==> src/include/board_settings.svh <==
// ********************************************************************
// Board-support defaults: colour width, button count, input polarity,
// reset stretch, LED blink rate and status word bit positions
// ********************************************************************
`ifndef BOARD_SETTINGS_SVH
`define BOARD_SETTINGS_SVH

// Game interface
`define BOARD_COLORW        4
`define BOARD_BUTTONS       2
`define BOARD_ACTIVE_LOW    1

// Game reset held this many clocks after the last cause clears
`define BOARD_RST_CYCLES    16

// Frames between LED toggles while the OSD is open
`define BOARD_BLINK_FRAMES  4

// Status word bits
`define ST_BW               5
`define ST_PAUSE            7
`define ST_FM_OFF           8
`define ST_PSG_OFF          9
`define ST_TEST             11
`define ST_FLIP             12
`define ST_FX_LO            13

`endif

==> src/rtl/board_pkg.sv <==
// ********************************************************************
// Board-support types: joysticks, video buses and decoded settings
// ********************************************************************
`default_nettype none

`include "board_settings.svh"

package board_pkg;

    // Game side joystick, one bit per control
    typedef struct packed {
        logic [5:0] buttons;
        logic       up;
        logic       down;
        logic       left;
        logic       right;
    } joy_t;

    // Raw board joystick, only the low ten bits reach the game
    typedef struct packed {
        logic [5:0] extra;
        logic [5:0] buttons;
        logic       up;
        logic       down;
        logic       left;
        logic       right;
    } board_joy_t;

    typedef struct packed {
        logic [`BOARD_COLORW-1:0] r;
        logic [`BOARD_COLORW-1:0] g;
        logic [`BOARD_COLORW-1:0] b;
    } rgb_in_t;

    // Blanking is active low
    typedef struct packed {
        rgb_in_t rgb;
        logic    lhbl;
        logic    lvbl;
        logic    hs;
        logic    vs;
    } video_in_t;

    typedef struct packed {
        logic [7:0] r;
        logic [7:0] g;
        logic [7:0] b;
        logic       hs;
        logic       vs;
        logic       de;
    } video_out_t;

    typedef struct packed {
        logic       test;
        logic       pause;
        logic       flip;
        logic [1:0] fxlevel;
        logic       bw_en;
        logic       enable_fm;
        logic       enable_psg;
    } dip_cfg_t;

endpackage

`default_nettype wire

==> src/rtl/board_reset.sv <==
// ********************************************************************
// Game reset: PLL lock synchroniser and reset stretch counter
// ********************************************************************
`timescale 1ns/1ps
`default_nettype none

`include "board_settings.svh"

module board_reset (
    input  logic clk_sys,
    input  logic rst_n,
    input  logic pll_locked,
    input  logic rst_req,
    input  logic downloading,
    input  logic flip,
    output logic game_rst_n
);

    localparam int CNT_W = $clog2(`BOARD_RST_CYCLES + 1);
    localparam logic [CNT_W-1:0] CNT_LAST = CNT_W'(`BOARD_RST_CYCLES - 1);

    logic [1:0]       lock_sync;
    logic             flip_last;
    logic             hold;
    logic [CNT_W-1:0] cnt;

    // Lock comes from the PLL domain
    always_ff @(posedge clk_sys or negedge rst_n) begin
        if (!rst_n) begin
            lock_sync <= 2'b00;
            flip_last <= 1'b0;
        end else begin
            lock_sync <= {lock_sync[0], pll_locked};
            flip_last <= flip;
        end
    end

    // Any flip change restarts the game
    assign hold = ~lock_sync[1] | downloading | rst_req | (flip ^ flip_last);

    always_ff @(posedge clk_sys or negedge rst_n) begin
        if (!rst_n) begin
            cnt        <= '0;
            game_rst_n <= 1'b0;
        end else if (hold) begin
            cnt        <= '0;
            game_rst_n <= 1'b0;
        end else if (cnt == CNT_LAST) begin
            game_rst_n <= 1'b1;
        end else begin
            cnt <= cnt + 1'b1;
        end
    end

endmodule

`default_nettype wire

==> src/rtl/board_inputs.sv <==
// ********************************************************************
// Player inputs: button mask, cocktail flip, polarity and lock
// ********************************************************************
`timescale 1ns/1ps
`default_nettype none

`include "board_settings.svh"

module board_inputs #(
    parameter int BUTTONS = `BOARD_BUTTONS
) (
    input  logic                   clk_sys,
    input  logic                   rst_n,
    input  logic                   downloading,
    input  logic                   flip,
    input  board_pkg::board_joy_t  board_joy [4],
    input  logic [3:0]             board_start,
    input  logic [3:0]             board_coin,
    output board_pkg::joy_t        game_joy [4],
    output logic [3:0]             game_start,
    output logic [3:0]             game_coin
);

    import board_pkg::*;

    localparam logic       ACTIVE_LOW = 1'(`BOARD_ACTIVE_LOW);
    // Directions plus the buttons the game uses
    localparam logic [9:0] JOY_MASK = 10'((1 << (4 + BUTTONS)) - 1);
    localparam logic [9:0] JOY_OFF  = {10{ACTIVE_LOW}};
    localparam logic [3:0] BTN_OFF  = {4{ACTIVE_LOW}};

    joy_t joy_next [4];

    always_comb begin
        joy_t masked;
        for (int i = 0; i < 4; i++) begin
            masked      = board_joy[i][9:0] & JOY_MASK;
            joy_next[i] = masked;
            // Cocktail cabinet, players 1 and 2 face each other
            if (flip && i < 2) begin
                joy_next[i].right = masked.left;
                joy_next[i].left  = masked.right;
                joy_next[i].up    = masked.down;
                joy_next[i].down  = masked.up;
            end
            joy_next[i] = joy_next[i] ^ JOY_OFF;
        end
    end

    always_ff @(posedge clk_sys or negedge rst_n) begin
        if (!rst_n) begin
            for (int i = 0; i < 4; i++) begin
                game_joy[i] <= JOY_OFF;
            end
            game_start <= BTN_OFF;
            game_coin  <= BTN_OFF;
        end else if (downloading) begin
            // Game sees an idle panel during ROM load
            for (int i = 0; i < 4; i++) begin
                game_joy[i] <= JOY_OFF;
            end
            game_start <= BTN_OFF;
            game_coin  <= BTN_OFF;
        end else begin
            for (int i = 0; i < 4; i++) begin
                game_joy[i] <= joy_next[i];
            end
            game_start <= board_start ^ BTN_OFF;
            game_coin  <= board_coin ^ BTN_OFF;
        end
    end

endmodule

`default_nettype wire

==> src/rtl/board_dip.sv <==
// ********************************************************************
// DIP and OSD settings decoded from the status word
// ********************************************************************
`timescale 1ns/1ps
`default_nettype none

`include "board_settings.svh"

module board_dip (
    input  logic                clk_sys,
    input  logic                rst_n,
    input  logic [63:0]         status,
    output board_pkg::dip_cfg_t cfg
);

    always_ff @(posedge clk_sys or negedge rst_n) begin
        if (!rst_n) begin
            cfg <= '0;
        end else begin
            cfg.test    <= status[`ST_TEST];
            cfg.pause   <= status[`ST_PAUSE];
            cfg.flip    <= status[`ST_FLIP];
            cfg.fxlevel <= status[`ST_FX_LO +: 2];
            cfg.bw_en   <= status[`ST_BW];
            // OSD stores these as disable bits
            cfg.enable_fm  <= ~status[`ST_FM_OFF];
            cfg.enable_psg <= ~status[`ST_PSG_OFF];
        end
    end

endmodule

`default_nettype wire

==> src/rtl/board_led.sv <==
// ********************************************************************
// Status LED source select with frame-counted blink
// ********************************************************************
`timescale 1ns/1ps
`default_nettype none

`include "board_settings.svh"

module board_led (
    input  logic       clk_sys,
    input  logic       rst_n,
    input  logic       lvbl,
    input  logic       downloading,
    input  logic       osd_shown,
    input  logic [1:0] game_led,
    output logic       led
);

    localparam int FRM_W = $clog2(`BOARD_BLINK_FRAMES + 1);
    localparam logic [FRM_W-1:0] FRM_LAST = FRM_W'(`BOARD_BLINK_FRAMES - 1);

    logic             lvbl_last;
    logic             frame_end;
    logic [FRM_W-1:0] frames;
    logic             blink;

    // Start of vertical blank
    assign frame_end = lvbl_last & ~lvbl;

    always_ff @(posedge clk_sys or negedge rst_n) begin
        if (!rst_n) begin
            lvbl_last <= 1'b0;
            frames    <= '0;
            blink     <= 1'b0;
        end else begin
            lvbl_last <= lvbl;
            if (!osd_shown) begin
                frames <= '0;
                blink  <= 1'b0;
            end else if (frame_end) begin
                if (frames == FRM_LAST) begin
                    frames <= '0;
                    blink  <= ~blink;
                end else begin
                    frames <= frames + 1'b1;
                end
            end
        end
    end

    always_ff @(posedge clk_sys or negedge rst_n) begin
        if (!rst_n) begin
            led <= 1'b0;
        end else begin
            led <= downloading ? 1'b1 : (osd_shown ? blink : game_led[0]);
        end
    end

endmodule

`default_nettype wire

==> src/rtl/board_video.sv <==
// ********************************************************************
// Base video: horizontal bandwidth filter, 8-bit colour, data enable
// ********************************************************************
`timescale 1ns/1ps
`default_nettype none

`include "board_settings.svh"

module board_video #(
    parameter int COLORW = `BOARD_COLORW
) (
    input  logic                  clk_sys,
    input  logic                  rst_n,
    input  logic                  pxl_cen,
    input  logic                  bw_en,
    input  board_pkg::video_in_t  vin,
    output board_pkg::video_out_t vout
);

    import board_pkg::*;

    // One extra bit holds the filter sum
    localparam int W = COLORW + 1;

    rgb_in_t prev;
    logic    de;

    // Sum of neighbours, or the plain colour padded with its MSB
    function automatic logic [W-1:0] filt(
        input logic [COLORW-1:0] cur,
        input logic [COLORW-1:0] prv,
        input logic              en
    );
        if (en) begin
            return W'(cur) + W'(prv);
        end
        return {cur, cur[COLORW-1]};
    endfunction

    // Repeat the top bits to fill the low end
    function automatic logic [7:0] extend8(input logic [W-1:0] v);
        logic [7:0] res;
        for (int i = 0; i < 8; i++) begin
            res[7-i] = v[W-1-(i % W)];
        end
        return res;
    endfunction

    assign de = vin.lhbl & vin.lvbl;

    always_ff @(posedge clk_sys or negedge rst_n) begin
        if (!rst_n) begin
            prev <= '0;
            vout <= '0;
        end else if (pxl_cen) begin
            prev    <= vin.rgb;
            vout.r  <= de ? extend8(filt(vin.rgb.r, prev.r, bw_en)) : 8'd0;
            vout.g  <= de ? extend8(filt(vin.rgb.g, prev.g, bw_en)) : 8'd0;
            vout.b  <= de ? extend8(filt(vin.rgb.b, prev.b, bw_en)) : 8'd0;
            vout.hs <= vin.hs;
            vout.vs <= vin.vs;
            vout.de <= de;
        end
    end

endmodule

`default_nettype wire

==> src/rtl/board_top.sv <==
// ********************************************************************
// Board-support top: reset, inputs, settings, LED and video blocks
// ********************************************************************
`timescale 1ns/1ps
`default_nettype none

`include "board_settings.svh"

module board_top (
    input  logic                  clk_sys,
    input  logic                  rst_n,
    input  logic                  pll_locked,
    input  logic                  rst_req,
    input  logic                  downloading,
    input  logic                  osd_shown,
    input  logic                  pxl_cen,
    input  logic [1:0]            game_led,
    input  logic [63:0]           status,
    input  board_pkg::board_joy_t board_joy [4],
    input  logic [3:0]            board_start,
    input  logic [3:0]            board_coin,
    input  board_pkg::video_in_t  vin,
    output logic                  game_rst_n,
    output logic                  led,
    output board_pkg::joy_t       game_joy [4],
    output logic [3:0]            game_start,
    output logic [3:0]            game_coin,
    output board_pkg::dip_cfg_t   cfg,
    output board_pkg::video_out_t vout
);

    board_dip u_dip (
        .clk_sys     ( clk_sys     ),
        .rst_n       ( rst_n       ),
        .status      ( status      ),
        .cfg         ( cfg         )
    );

    board_reset u_reset (
        .clk_sys     ( clk_sys     ),
        .rst_n       ( rst_n       ),
        .pll_locked  ( pll_locked  ),
        .rst_req     ( rst_req     ),
        .downloading ( downloading ),
        .flip        ( cfg.flip    ),
        .game_rst_n  ( game_rst_n  )
    );

    board_inputs #(
        .BUTTONS     ( `BOARD_BUTTONS )
    ) u_inputs (
        .clk_sys     ( clk_sys     ),
        .rst_n       ( rst_n       ),
        .downloading ( downloading ),
        .flip        ( cfg.flip    ),
        .board_joy   ( board_joy   ),
        .board_start ( board_start ),
        .board_coin  ( board_coin  ),
        .game_joy    ( game_joy    ),
        .game_start  ( game_start  ),
        .game_coin   ( game_coin   )
    );

    board_led u_led (
        .clk_sys     ( clk_sys     ),
        .rst_n       ( rst_n       ),
        .lvbl        ( vin.lvbl    ),
        .downloading ( downloading ),
        .osd_shown   ( osd_shown   ),
        .game_led    ( game_led    ),
        .led         ( led         )
    );

    board_video #(
        .COLORW      ( `BOARD_COLORW )
    ) u_video (
        .clk_sys     ( clk_sys     ),
        .rst_n       ( rst_n       ),
        .pxl_cen     ( pxl_cen     ),
        .bw_en       ( cfg.bw_en   ),
        .vin         ( vin         ),
        .vout        ( vout        )
    );

endmodule

`default_nettype wire

==> config.mk <==
export PLATFORM = sky130hd
export DESIGN_NAME = board_top
export DESIGN_NICKNAME = d
export VERILOG_FILES = /design/src/rtl/board_pkg.sv /design/src/rtl/board_reset.sv /design/src/rtl/board_inputs.sv /design/src/rtl/board_dip.sv /design/src/rtl/board_led.sv /design/src/rtl/board_video.sv /design/src/rtl/board_top.sv
export VERILOG_INCLUDE_DIRS = /design/src /design/src/include
export SDC_FILE = /design/constraint.sdc
export NUM_CORES = 1
export LEC_CHECK = 0
export BUFFER_PORTS_ARGS = -buffer_cell sky130_fd_sc_hd__buf_2
export CELL_PAD_IN_SITES_DETAIL_PLACEMENT = 1
export CELL_PAD_IN_SITES_GLOBAL_PLACEMENT = 2
export CORE_MARGIN = 10
export CORE_UTILIZATION = 26
export DETAILED_ROUTE_END_ITERATION = 7
export PLACE_DENSITY_LB_ADDON = 0.1
export SLEW_MARGIN = 20
export SYNTH_ARGS = -nofsm -noshare
export SYNTH_HDL_FRONTEND = slang
export SYNTH_SLANG_ARGS = --single-unit
==> constraint.sdc <==
create_clock -name clk_sys -period 2.91 [get_ports clk_sys]
set_clock_uncertainty 0.1 [all_clocks]
set_input_delay 0.1455 -clock clk_sys [delete_from_list [all_inputs] [get_ports clk_sys]]
set_output_delay 0.1455 -clock clk_sys [all_outputs]
set_load 0.1 [all_outputs]
==> flow_metrics.tcl, run 1 <==
set metrics [dict create \
    run_status "finished, final reports clean" \
    cts_resized 0 \
    drv_cap 0 \
    clk_pin_slew_ns 0.06 \
    seq_power_share_pct 37.9 \
    p_clk_share_pct 34.7 \
    synthesis.area_mm2 0.003872 \
    clock-sinks 85 \
    hold_start "game_led[0]" \
    ir_drop_mv 0.2563 \
    max_freq_mhz 554.8 \
    power_switching_uw 1217 \
    p_int_uw 2229 \
    power_uw 3446 \
    final_util_pct 37.06 \
    post_cts_buffers 0 \
    port_buffers 132 \
    htree_levels 3 \
    hold_depth 3 \
    hold_viol 0 \
    viasPerCell 4.184 \
    dr.pass1.iters 4 \
    p_leak_uw 0.002601 \
    cts_made_buffers 9 \
    synthCells 329 \
    syn_area_per_cell_um2 11.77 \
    synthArstFlopShare_pct 100.0 \
    netSwitchingFraction_pct 35.32 \
    grt_setup_unrepaired "false" \
    route.met3.wl_um 1258 \
    rows 44 \
    ant_nets 0 \
    met1_length_um 4229 \
    vias 2887 \
    synthTopCellsByCount "dfrtp_1, dfstp_2, inv_1, buf_4, nand2b_1" \
    drive_above_1_share_pct 40.91 \
    whs_endpoint "u_led.led$_DFF_PN0_" \
    die_y_um 142.0 \
    finalSetupViolCount 0 \
    hold_buffers 50 \
    grt_pass1_vias 3338 \
    comb_power_share_pct 27.4 \
    slew_violations 0 \
    grt_pass1_wl_um 17330 \
    start_util_pct 26.54 \
    syn_to_final_growth_pct 39.61 \
    wl_per_cell_um 15.18 \
    path_cells "dlygate4sd3_1 -> buf_2 -> ha_1 -> inv_1 -> fa_1 -> nor2b_1 -> nor3_1 -> a21oi_1 -> o22ai_1" \
    r2r_start "u_reset.cnt[0]$_DFFE_PN0P_" \
    yosys-top-cells-area "dfrtp_1, dfstp_2, buf_4" \
    r2r-end "u_reset.cnt[3]$_DFFE_PN0P_" \
    synth-edff-count 0 \
    reg2reg_slack_ns 1.18 \
    endpoint_kind "flop" \
    finalSetupTns_ns 0 \
    gp_congestion 0.6919 \
    drt-initial-drc-count 89 \
    die_w_um 142.0 \
    r2r.worst_path.cells 6 \
    crit_required_ns 3.00 \
    grt_overflow_total 0 \
    synth-seq-cells 85 \
    wl_met2_um 4790 \
    crit_type "in -> reg" \
    io_pins 246 \
    clock_path_buffers 2 \
    cts_tree "done" \
    synth_flop_cell "dfrtp_1" \
    slowest_delay_ns 0.54 \
    synth_top_area_share_pct 34.25 \
    ys_warn_count 0 \
    yosysMostFrequentCell "dfrtp_1" \
    cp-start-kind "input pin" \
    worst-path-buf-inv 3 \
    relSlewSlack_pct 52.80 \
    ys_seq_area_share_pct 55.96 \
    antenna_cells 0 \
    hpwl_um 7507 \
    die-area_mm2 0.02018 \
    clock_latency_ns 0.34 \
    crit_fanout 3 \
    highest_layer "met4" \
    finalWirelength_um 10470 \
    nets 680 \
    slowest_stage "dlygate4sd3_1" \
    track_usage_pct 10.81 \
    critPathArrivalTime_ns 1.89 \
    cpLargestDelayFamily "buffers and inverters" \
    tightest_slew_ns 0.7061 \
    core_area_mm2 0.01459 \
    grt_max_degree 74 \
    yosysTopAreaCell "dfrtp_1" \
    hp-class "in -> reg" \
    antenna_found_initial 0 \
    finalCritPeriodShare_pct 61.95 \
    post-route-drc-count 0 \
    dpl_worst_slack_ns 1.164 \
    p_per_area_mw_per_mm2 637.4 \
    finalCriticalPeriod_ns 1.803 \
    yosysUniqueCellTypes 36 \
    finalWorstSetupSlack_ns 1.107 \
    cts-root-buf "clkbuf_16" \
    fillCellCount 1620 \
]
metrics by stage:
step                std cells  instance area, µm²  hold slack [ns]
floorplan                 344                3929          -0.2501
global placement          623                4566           0.1543
detailed placement        623                4566           0.1562
CTS                       689                5379          0.01426
global route              690                5406          0.02796
finish                    690                5406          0.02316
tightest hold or removal path: stages:
cell     delay, ns
buf_2         0.07
nor2b_1       0.12
a211o_1       0.10
cells by family after synthesis:
family / synth area share, %
flops: 55.96
simple gates: 12.12
buf+inv: 10.18
compound gates: 7.561
mux: 6.559
fa+ha+maj: 6.397
xor+xnor: 1.131
other cells: 0.09684
how the worst max path moves through the flow:
stage | from | end | depth (start not counted)
2_1_floorplan | u_reset.cnt[0]$_DFFE_PN0P_ | u_reset.cnt[3]$_DFFE_PN0P_ | 7
3_3_place_gp | u_reset.cnt[0]$_DFFE_PN0P_ | u_reset.cnt[3]$_DFFE_PN0P_ | 6
3_5_place_dp | u_reset.cnt[0]$_DFFE_PN0P_ | u_reset.cnt[3]$_DFFE_PN0P_ | 6
4_1_cts | vin[8] | u_video.vout[16]$_DFFE_PN0P_ | 9
5_1_grt | vin[4] | u_video.vout[8]$_DFFE_PN0P_ | 9
6_report | vin[8] | u_video.vout[16]$_DFFE_PN0P_ | 9
per-layer routing:
layer / GRT usage (%) / up-vias
met5: 0 / -
met4: 5.003 / 0
met3: 6.275 / 15
met2: 16.61 / 100
met1: 11.77 / 1393
li1: - / 1379
cell type report:
class | instances | area, µm² | share of cell area (%)
sequential | 85 | 2167 | 40.08
multi-input combinational | 189 | 1368 | 25.30
timing repair buffer | 186 | 1214 | 22.45
clock buffer | 13 | 270.3 | 4.999
tap | 184 | 230.2 | 4.258
inverter | 30 | 115.1 | 2.129
clock inverter | 3 | 42.54 | 0.7869
power by group through the flow:
stage | combinational, µW | clock (µW) | sequential (µW)
after floorplan | 385 | 0 | 1690
after global placement | 893 | 0 | 1320
after detailed placement | 897 | 0 | 1330
after CTS | 952 | 1250 | 1310
after global routing | 1010 | 1310 | 1320
final | 944 | 1200 | 1310
registers in the layout, summed over array words and instances, names as in the netlist:
name and flops:
u_inputs.game_start 4, u_led.frames 3, u_reset.lock_sync 2, u_inputs.game_coin 4, u_reset.flip_last 1, u_led.led 1, u_reset.cnt 5, u_reset.game_rst_n 1
u_led.blink 1, u_dip.cfg 8, u_led.lvbl_last 1, u_inputs.game_joy 24, u_video.vout 18, u_video.prev 12
cells in the final DEF (no fill, tap or decap), drive strengths merged:
cell         instances
buf                136
dfrtp               53
dlygate4sd3         50
dfstp               32
inv                 30
nand2b              25
conb                16
ha                  15
o22ai               15
mux2i               13
clkbuf              13
nor2                12
nor2b               11
a21oi               11
mux2                11
or2                  8
nor3                 8
o21ai                7
nand2                6
nand3                5
o21a                 3
and3b                3
a21boi               3
o31a                 3
xor2                 3
fa                   3
and3                 2
xnor2                2
a211o                1
nand4b               1
and2                 1
o211a                1
bufinv               1
clkinvlp             1
clkinv               1
(Power assumes the default switching activity.)
==> run 2: changes to the inputs <==
--- a/config.mk
+++ b/config.mk
@@ -6,11 +6,12 @@
 export SDC_FILE = /design/constraint.sdc
 export NUM_CORES = 1
 export LEC_CHECK = 0
+export ABC_AREA = 1
 export BUFFER_PORTS_ARGS = -buffer_cell sky130_fd_sc_hd__buf_2
 export CELL_PAD_IN_SITES_DETAIL_PLACEMENT = 1
 export CELL_PAD_IN_SITES_GLOBAL_PLACEMENT = 2
 export CORE_MARGIN = 10
-export CORE_UTILIZATION = 26
+export CORE_UTILIZATION = 21
 export DETAILED_ROUTE_END_ITERATION = 7
 export PLACE_DENSITY_LB_ADDON = 0.1
 export SLEW_MARGIN = 20
==> constraint.sdc (replaced) <==
create_clock -name clk_sys -period 1.5 [get_ports clk_sys]
set_clock_uncertainty 0.1 [all_clocks]
set_input_delay 0.075 -clock clk_sys [delete_from_list [all_inputs] [get_ports clk_sys]]
set_output_delay 0.075 -clock clk_sys [all_outputs]
set_load 0.1 [all_outputs]
==> flow_metrics.tcl, run 2 <==
set metrics [dict create \
    netSwitchingFraction_pct 35.85 \
    clock-sinks 85 \
    dr.pass1.iters 4 \
    critPathArrivalTime_ns 1.64 \
    ys_seq_area_share_pct 56.03 \
    relSlewSlack_pct 66.14 \
    finalWirelength_um 12390 \
    ir_drop_mv 0.5814 \
    synthMuxAreaShare_pct 0 \
    wl_per_cell_um 14.63 \
    cts-root-buf "clkbuf_16" \
    ys_warn_count 0 \
    yosysMostFrequentCell "nand2_1" \
    slowest_delay_ns 0.50 \
    die_y_um 155.7 \
    grt_pass1_vias 3961 \
    crit_path_end "u_video.vout[23]$_DFFE_PN0P_" \
    synth_top_family_by_area "simple AND/OR/NAND/NOR gates" \
    synth-edff-count 0 \
    finalSetupViolCount 1 \
    grt_setup_unrepaired "true" \
    layout_common_cells "nand2_1, buf_2, dlygate4sd3_1, dfrtp_1, dfstp_2" \
    synthSimpleGateAreaFrac_pct 17.92 \
    synth_flop_cell "dfrtp_1" \
    die-area_mm2 0.02424 \
    synth_xor_xnor_area_share_pct 1.326 \
    yosys-top-cells-area "dfrtp_1, dfstp_2, nand2_1" \
    seqCellArea_mm2 0.002180 \
    seq_power_share_pct 36.3 \
    vias 3350 \
    reg2reg_slack_ns -0.008 \
    nets 792 \
    yosysUniqueCellTypes 28 \
    track_usage_pct 10.66 \
    post-route-drc-count 0 \
    power_switching_uw 2522 \
    hp-class "in -> reg" \
    core_area_mm2 0.01802 \
    htree_levels 3 \
    cp-start-kind "flop" \
    crit_required_ns 1.63 \
    grt_max_degree 86 \
    p_int_uw 4513 \
    antenna_cells 0 \
    crit_type "reg -> reg" \
    slew_violations 0 \
    run_status "finished with violations" \
    fillCellCount 2130 \
    antenna_found_initial 0 \
    drive_above_1_share_pct 40.29 \
    synthTopCellsByCount "nand2_1, dfrtp_1, inv_1, dfstp_2, buf_4" \
    layout_commonest_cell "nand2_1" \
    cts_tree "done" \
    clock_path_buffers 2 \
    cts_made_buffers 9 \
    p_clk_share_pct 35.4 \
    finalCritPeriodShare_pct 100.5 \
    clk_pin_slew_ns 0.06 \
    syn_area_per_cell_um2 9.502 \
    r2r_start "u_video.prev[8]$_DFFE_PN0P_" \
    endpoint_kind "flop" \
    synth-seq-cells 85 \
    die_w_um 155.7 \
    drt-initial-drc-count 72 \
    multiInputGateArea_mm2 0.001365 \
    max_freq_mhz 663.1 \
    gp_congestion 0.7274 \
    power_uw 7035 \
    syn_to_final_growth_pct 52.02 \
    io_pins 246 \
    port_buffers 132 \
    start_util_pct 21.46 \
    grt_pass1_wl_um 20620 \
    synth_top_area_share_pct 34.29 \
    violations "setup timing" \
    path_cells "ha_2 -> inv_2 -> fa_2 -> nand2_1 -> o21ai_0 -> o21ai_1" \
    viasPerCell 3.955 \
    comb_power_share_pct 28.3 \
    crit_fanout 2 \
    p_leak_uw 0.002941 \
    synth_compound_area_share_pct 6.665 \
    yosysTopAreaCell "dfrtp_1" \
    synth_adder_area_share_pct 6.406 \
    synthArstFlopShare_pct 100.0 \
    top_regs "u_inputs.game_joy: 24 flops, u_video.vout: 18 flops, u_video.prev: 12 flops" \
    slowest_stage "fa_2" \
    largest_reg_flops 24 \
    finalCriticalPeriod_ns 1.508 \
    r2r.worst_path.cells 6 \
    final_util_pct 32.62 \
    rows 49 \
    hpwl_um 9054 \
    finalSetupTns_ns -0.008134 \
    ant_nets 0 \
    finalWorstSetupSlack_ns -0.008134 \
    drv_cap 0 \
    grt_overflow_total 0 \
    synthCells 407 \
    clock_latency_ns 0.34 \
    synthesis.area_mm2 0.003867 \
    startpoint "u_video.prev[8]$_DFFE_PN0P_" \
    p_per_area_mw_per_mm2 1197 \
    r2r-end "u_video.vout[23]$_DFFE_PN0P_" \
    hold_viol 0 \
    tightest_slew_ns 0.5114 \
    regMostFlops "u_inputs.game_joy" \
]
-- run 2: cell types whose count changed in the layout (fill, tap and decap cells not counted), moves of 11 or more --
cell           change
nand2_1          +118
nand2b_1          -24
buf_4             +20
o21ai_1           +16
dlygate4sd3_1     +13
mux2i_1           -13
buf_2             -12
o22ai_1           -12
mux2_2            -11
nor2b_1           -11
-- run 2: per-stage QoR --
step,hold WS (ns),setup WS [ns],instance area (µm²),std cells
2_1_floorplan,-0.3206,0.03261,3935,422
5_1_grt,0.03616,-0.1039,5879,847
3_5_place_dp,0.06671,-0.07799,4802,763
6_report,0.01415,-0.008134,5879,847
3_3_place_gp,0.06886,-0.08005,4802,763
4_1_cts,-0.02571,-0.02680,5788,843
-- run 2: critical path, delay by kind of cell, from the launching register on --
kind	cells	cell delay, ns
compound gates	2	0.15
flops	1	0.36
buf+inv	1	0.04
fa+ha+maj	2	0.70
simple gates	1	0.05
-- run 2: cell type report --
| type | count | share of cell area (%) |
|---|---|---|
| sequential | 85 | 37.07 |
| clock inverter | 3 | 1.149 |
| clock buffer | 13 | 4.426 |
| tap | 229 | 4.873 |
| inverter | 41 | 2.703 |
| timing repair buffer | 220 | 26.56 |
| multi-input combinational | 256 | 23.22 |
-- run 2: logic make-up after synthesis --
group	after synthesis
AND/OR/NAND/NOR	166
AO/OA/AOI/OAI	51
other	1
adder cells (fa/ha/maj)	18
buffers and inverters	81
flip-flops	85
XOR/XNOR	5
-- run 2: repair_timing --
action / 4_1_cts / 5_1_grt
endpoints found under the setup margin: 11 / 28
setup buffers: 2 / 3
pin swaps: 3 / 13
resized for setup: 14 / 24
hold endpoints to repair: 125 / 1
hold buffers: 62 / 1
-- run 2: per-layer routing --
| layer | track usage [%] | vias to the layer above | wire length, µm |
|---|---|---|---|
| met5 | 0 | - | 0 |
| met4 | 4.189 | 0 | 186 |
| met3 | 5.569 | 11 | 1383 |
| met2 | 17.21 | 110 | 5705 |
| met1 | 11.62 | 1594 | 5114 |
| li1 | - | 1635 | - |
-- run 2: worst min-delay path by stage --
stage / from / end / slack [ns] / cells past startpoint
CTS: vin[8] / u_video.vout[15]$_DFFE_PN0P_ / -0.03 / 3
global placement: rst_n / u_video.vout[15]$_DFFE_PN0P_ / 0.07 / 2
floorplan: rst_n / u_dip.cfg[0]$_DFF_PN0_ / -0.32 / 0
finish: downloading / u_inputs.game_joy[31]$_DFF_PN1_ / 0.01 / 3
global route: vin[4] / u_video.vout[6]$_DFFE_PN0P_ / 0.04 / 4
detailed placement: rst_n / u_video.vout[15]$_DFFE_PN0P_ / 0.07 / 2
-- run 2: power by group through the flow --
stage,sequential (µW),clock (µW),combinational [µW]
4_1_cts,2560,2630,1990
5_1_grt,2570,2710,2140
3_5_place_dp,2590,0,1850
3_3_place_gp,2590,0,1830
2_1_floorplan,3310,0,759
6_report,2550,2490,1990
==> run 3: changes to the inputs <==
--- a/config.mk
+++ b/config.mk
@@ -11,7 +11,7 @@
 export CELL_PAD_IN_SITES_DETAIL_PLACEMENT = 1
 export CELL_PAD_IN_SITES_GLOBAL_PLACEMENT = 2
 export CORE_MARGIN = 10
-export CORE_UTILIZATION = 21
+export CORE_UTILIZATION = 25
 export DETAILED_ROUTE_END_ITERATION = 7
 export PLACE_DENSITY_LB_ADDON = 0.1
 export SLEW_MARGIN = 20
==> constraint.sdc (replaced) <==
create_clock -name clk_sys -period 1.8 [get_ports clk_sys]
set_clock_uncertainty 0.1 [all_clocks]
set_input_delay 0.09 -clock clk_sys [delete_from_list [all_inputs] [get_ports clk_sys]]
set_output_delay 0.09 -clock clk_sys [all_outputs]
set_load 0.1 [all_outputs]
==> flow_metrics.tcl, run 3 (synthesized netlist as in run 2, its figures left out) <==
set metrics [dict create \
    run_status "finished, final reports clean" \
    reg2reg_slack_ns 0.21 \
    place_area_mm2 0.004597 \
    critPathArrivalTime_ns 1.83 \
    cp.depth 10 \
    top_regs "u_inputs.game_joy: 24 flops, u_video.vout: 18 flops, u_video.prev: 12 flops" \
    slowest_stage "dlygate4sd3_1" \
    track_usage_pct 12.07 \
    r2r-end "u_reset.cnt[3]$_DFFE_PN0P_" \
    syn_to_final_growth_pct 45.42 \
    viasPerCell 4.131 \
    layout_commonest_cell "buf_2" \
    die_w_um 144.4 \
    port_buffers 132 \
    cts_made_buffers 9 \
    max_freq_mhz 608.6 \
    path_cells "dlygate4sd3_1 -> buf_2 -> ha_1 -> inv_1 -> fa_1 -> o21ai_0 -> nand2_1 -> nand2_1 -> nand2_1 -> nand2_1" \
    path_common_cell "nand2_1" \
    endpoint_kind "flop" \
    grt_overflow_total 0 \
    clk_pin_slew_ns 0.06 \
    hold_viol 0 \
    hpwl_um 8631 \
    grt_max_degree 49 \
    startpoint "vin[4]" \
    clock-sinks 85 \
    cp-start-kind "input pin" \
    wl_per_cell_um 15.26 \
    gp_congestion 0.7330 \
    crit_fanout 3 \
    r2r.worst_path.cells 8 \
    crit_required_ns 1.98 \
    r2r_start "u_reset.cnt[0]$_DFFE_PN0P_" \
    post_cts_buffers 0 \
    post-route-drc-count 0 \
    die_y_um 144.4 \
    cts-root-buf "clkbuf_16" \
    cts_tree "done" \
    tightest_slew_ns 0.5163 \
    fillCellCount 1774 \
    dr.pass1.iters 4 \
    worst-path-buf-inv 3 \
    hp-class "in -> reg" \
    clock_latency_ns 0.34 \
    p_per_area_mw_per_mm2 1027 \
    drt-initial-drc-count 56 \
    io_pins 246 \
    seqCellArea_mm2 0.002168 \
    drv_cap 0 \
    relSlewSlack_pct 65.82 \
    grt_pass1_vias 3860 \
    largest_reg_flops 24 \
    htree_levels 3 \
    slew_violations 0 \
    slowest_delay_ns 0.52 \
    ant_nets 0 \
    antenna_cells 0 \
    clock_path_buffers 2 \
    ir_drop_mv 0.4869 \
    crit_type "in -> reg" \
    vias 3276 \
    die-area_mm2 0.02084 \
    regMostFlops "u_inputs.game_joy" \
    core_area_mm2 0.01520 \
    layout_common_cells "buf_2, nand2_1, dlygate4sd3_1, dfrtp_1, inv_1" \
    finalCritPeriodShare_pct 91.28 \
    finalWirelength_um 12100 \
    cpLargestDelayFamily "buffers and inverters" \
    rows 45 \
    finalSetupTns_ns 0 \
    crit_path_end "u_video.vout[5]$_DFFE_PN0P_" \
    antenna_found_initial 0 \
    drive_above_1_share_pct 33.22 \
    post-route-cell-area_mm2 0.005624 \
    nets 779 \
    grt_pass1_wl_um 19690 \
    finalSetupViolCount 0 \
    p_leak_uw 0.002858 \
    grt_setup_unrepaired "false" \
    multiInputGateArea_mm2 0.001313 \
    finalCriticalPeriod_ns 1.643 \
    start_util_pct 25.44 \
]
## run 3: changes by cell type in the layout (fill, tap and decap cells not counted), moves of 5 or more
cell | previous run | this run
buf_2 | 119 | 131
buf_4 | 24 | 4
clkbuf_4 | 10 | 0
dfrtp_1 | 43 | 52
dfrtp_2 | 10 | 1
dlygate4sd3_1 | 63 | 70
ha_1 | 9 | 14
ha_2 | 6 | 1
## run 3: what timing repair did
action,in CTS,in global routing
resized for setup,0,3
endpoints found under the setup margin,0,4
endpoints found under the hold margin,120,0
hold buffers,70,0
## run 3: worst min-delay path by stage
stage	startpoint	endpoint	slack, ns	depth (start not counted)
finish	downloading	u_inputs.game_joy[22]$_DFF_PN1_	0.01	3
global route	downloading	u_inputs.game_joy[22]$_DFF_PN1_	0.03	3
CTS	downloading	u_inputs.game_joy[22]$_DFF_PN1_	0.001	3
detailed placement	rst_n	u_video.vout[15]$_DFFE_PN0P_	-0.12	1
global placement	rst_n	u_video.vout[15]$_DFFE_PN0P_	-0.13	1
floorplan	rst_n	u_dip.cfg[0]$_DFF_PN0_	-0.31	0
## run 3: area by class of cell
class	instances	area share, %
Sequential cell	85	38.55
Timing Repair Buffer	207	25.36
Multi-Input combinational cell	256	23.34
Tap cell	188	4.182
Clock buffer	10	4.071
Inverter	41	2.825
Clock inverter	6	1.669
## run 3: metrics by stage
step           instances  total power (µW)  util, %  setup WS [ns]  hold slack (ns)
4_1_cts              793              5880    36.97        0.05169         0.001148
3_3_place_gp         707              3647    30.24         0.1887          -0.1270
2_1_floorplan        422              3387        -         0.2701          -0.3056
6_report             793              5775    37.00         0.1570          0.01276
3_5_place_dp         707              3661    30.24         0.1907          -0.1246
5_1_grt              793              6096    37.00       0.006591          0.02814
## run 3: worst register-to-register path, stage by stage (launching register included)
cell and delay [ns]:
dfrtp_1 0.41, ha_1 0.22, nand2_1 0.07, nor2_1 0.04
ha_1 0.20, inv_1 0.13, nand4_1 0.12, nor2_1 0.13
nor3b_2 0.05
## run 3: layer usage
layer,wire [µm],up-vias,GRT usage (%)
met4,167,0,4.628
li1,-,1612,-
met3,1161,11,5.084
met5,0,-,0
met2,5986,98,20.54
met1,4784,1555,13.04
## run 3: report_power, final
part	internal [µW]	switching [µW]	leakage, µW
clock network	1230	808	0.000154
logic	366	1250	0.00170
registers	2060	61.2	0.00101
total	3660	2120	0.00286
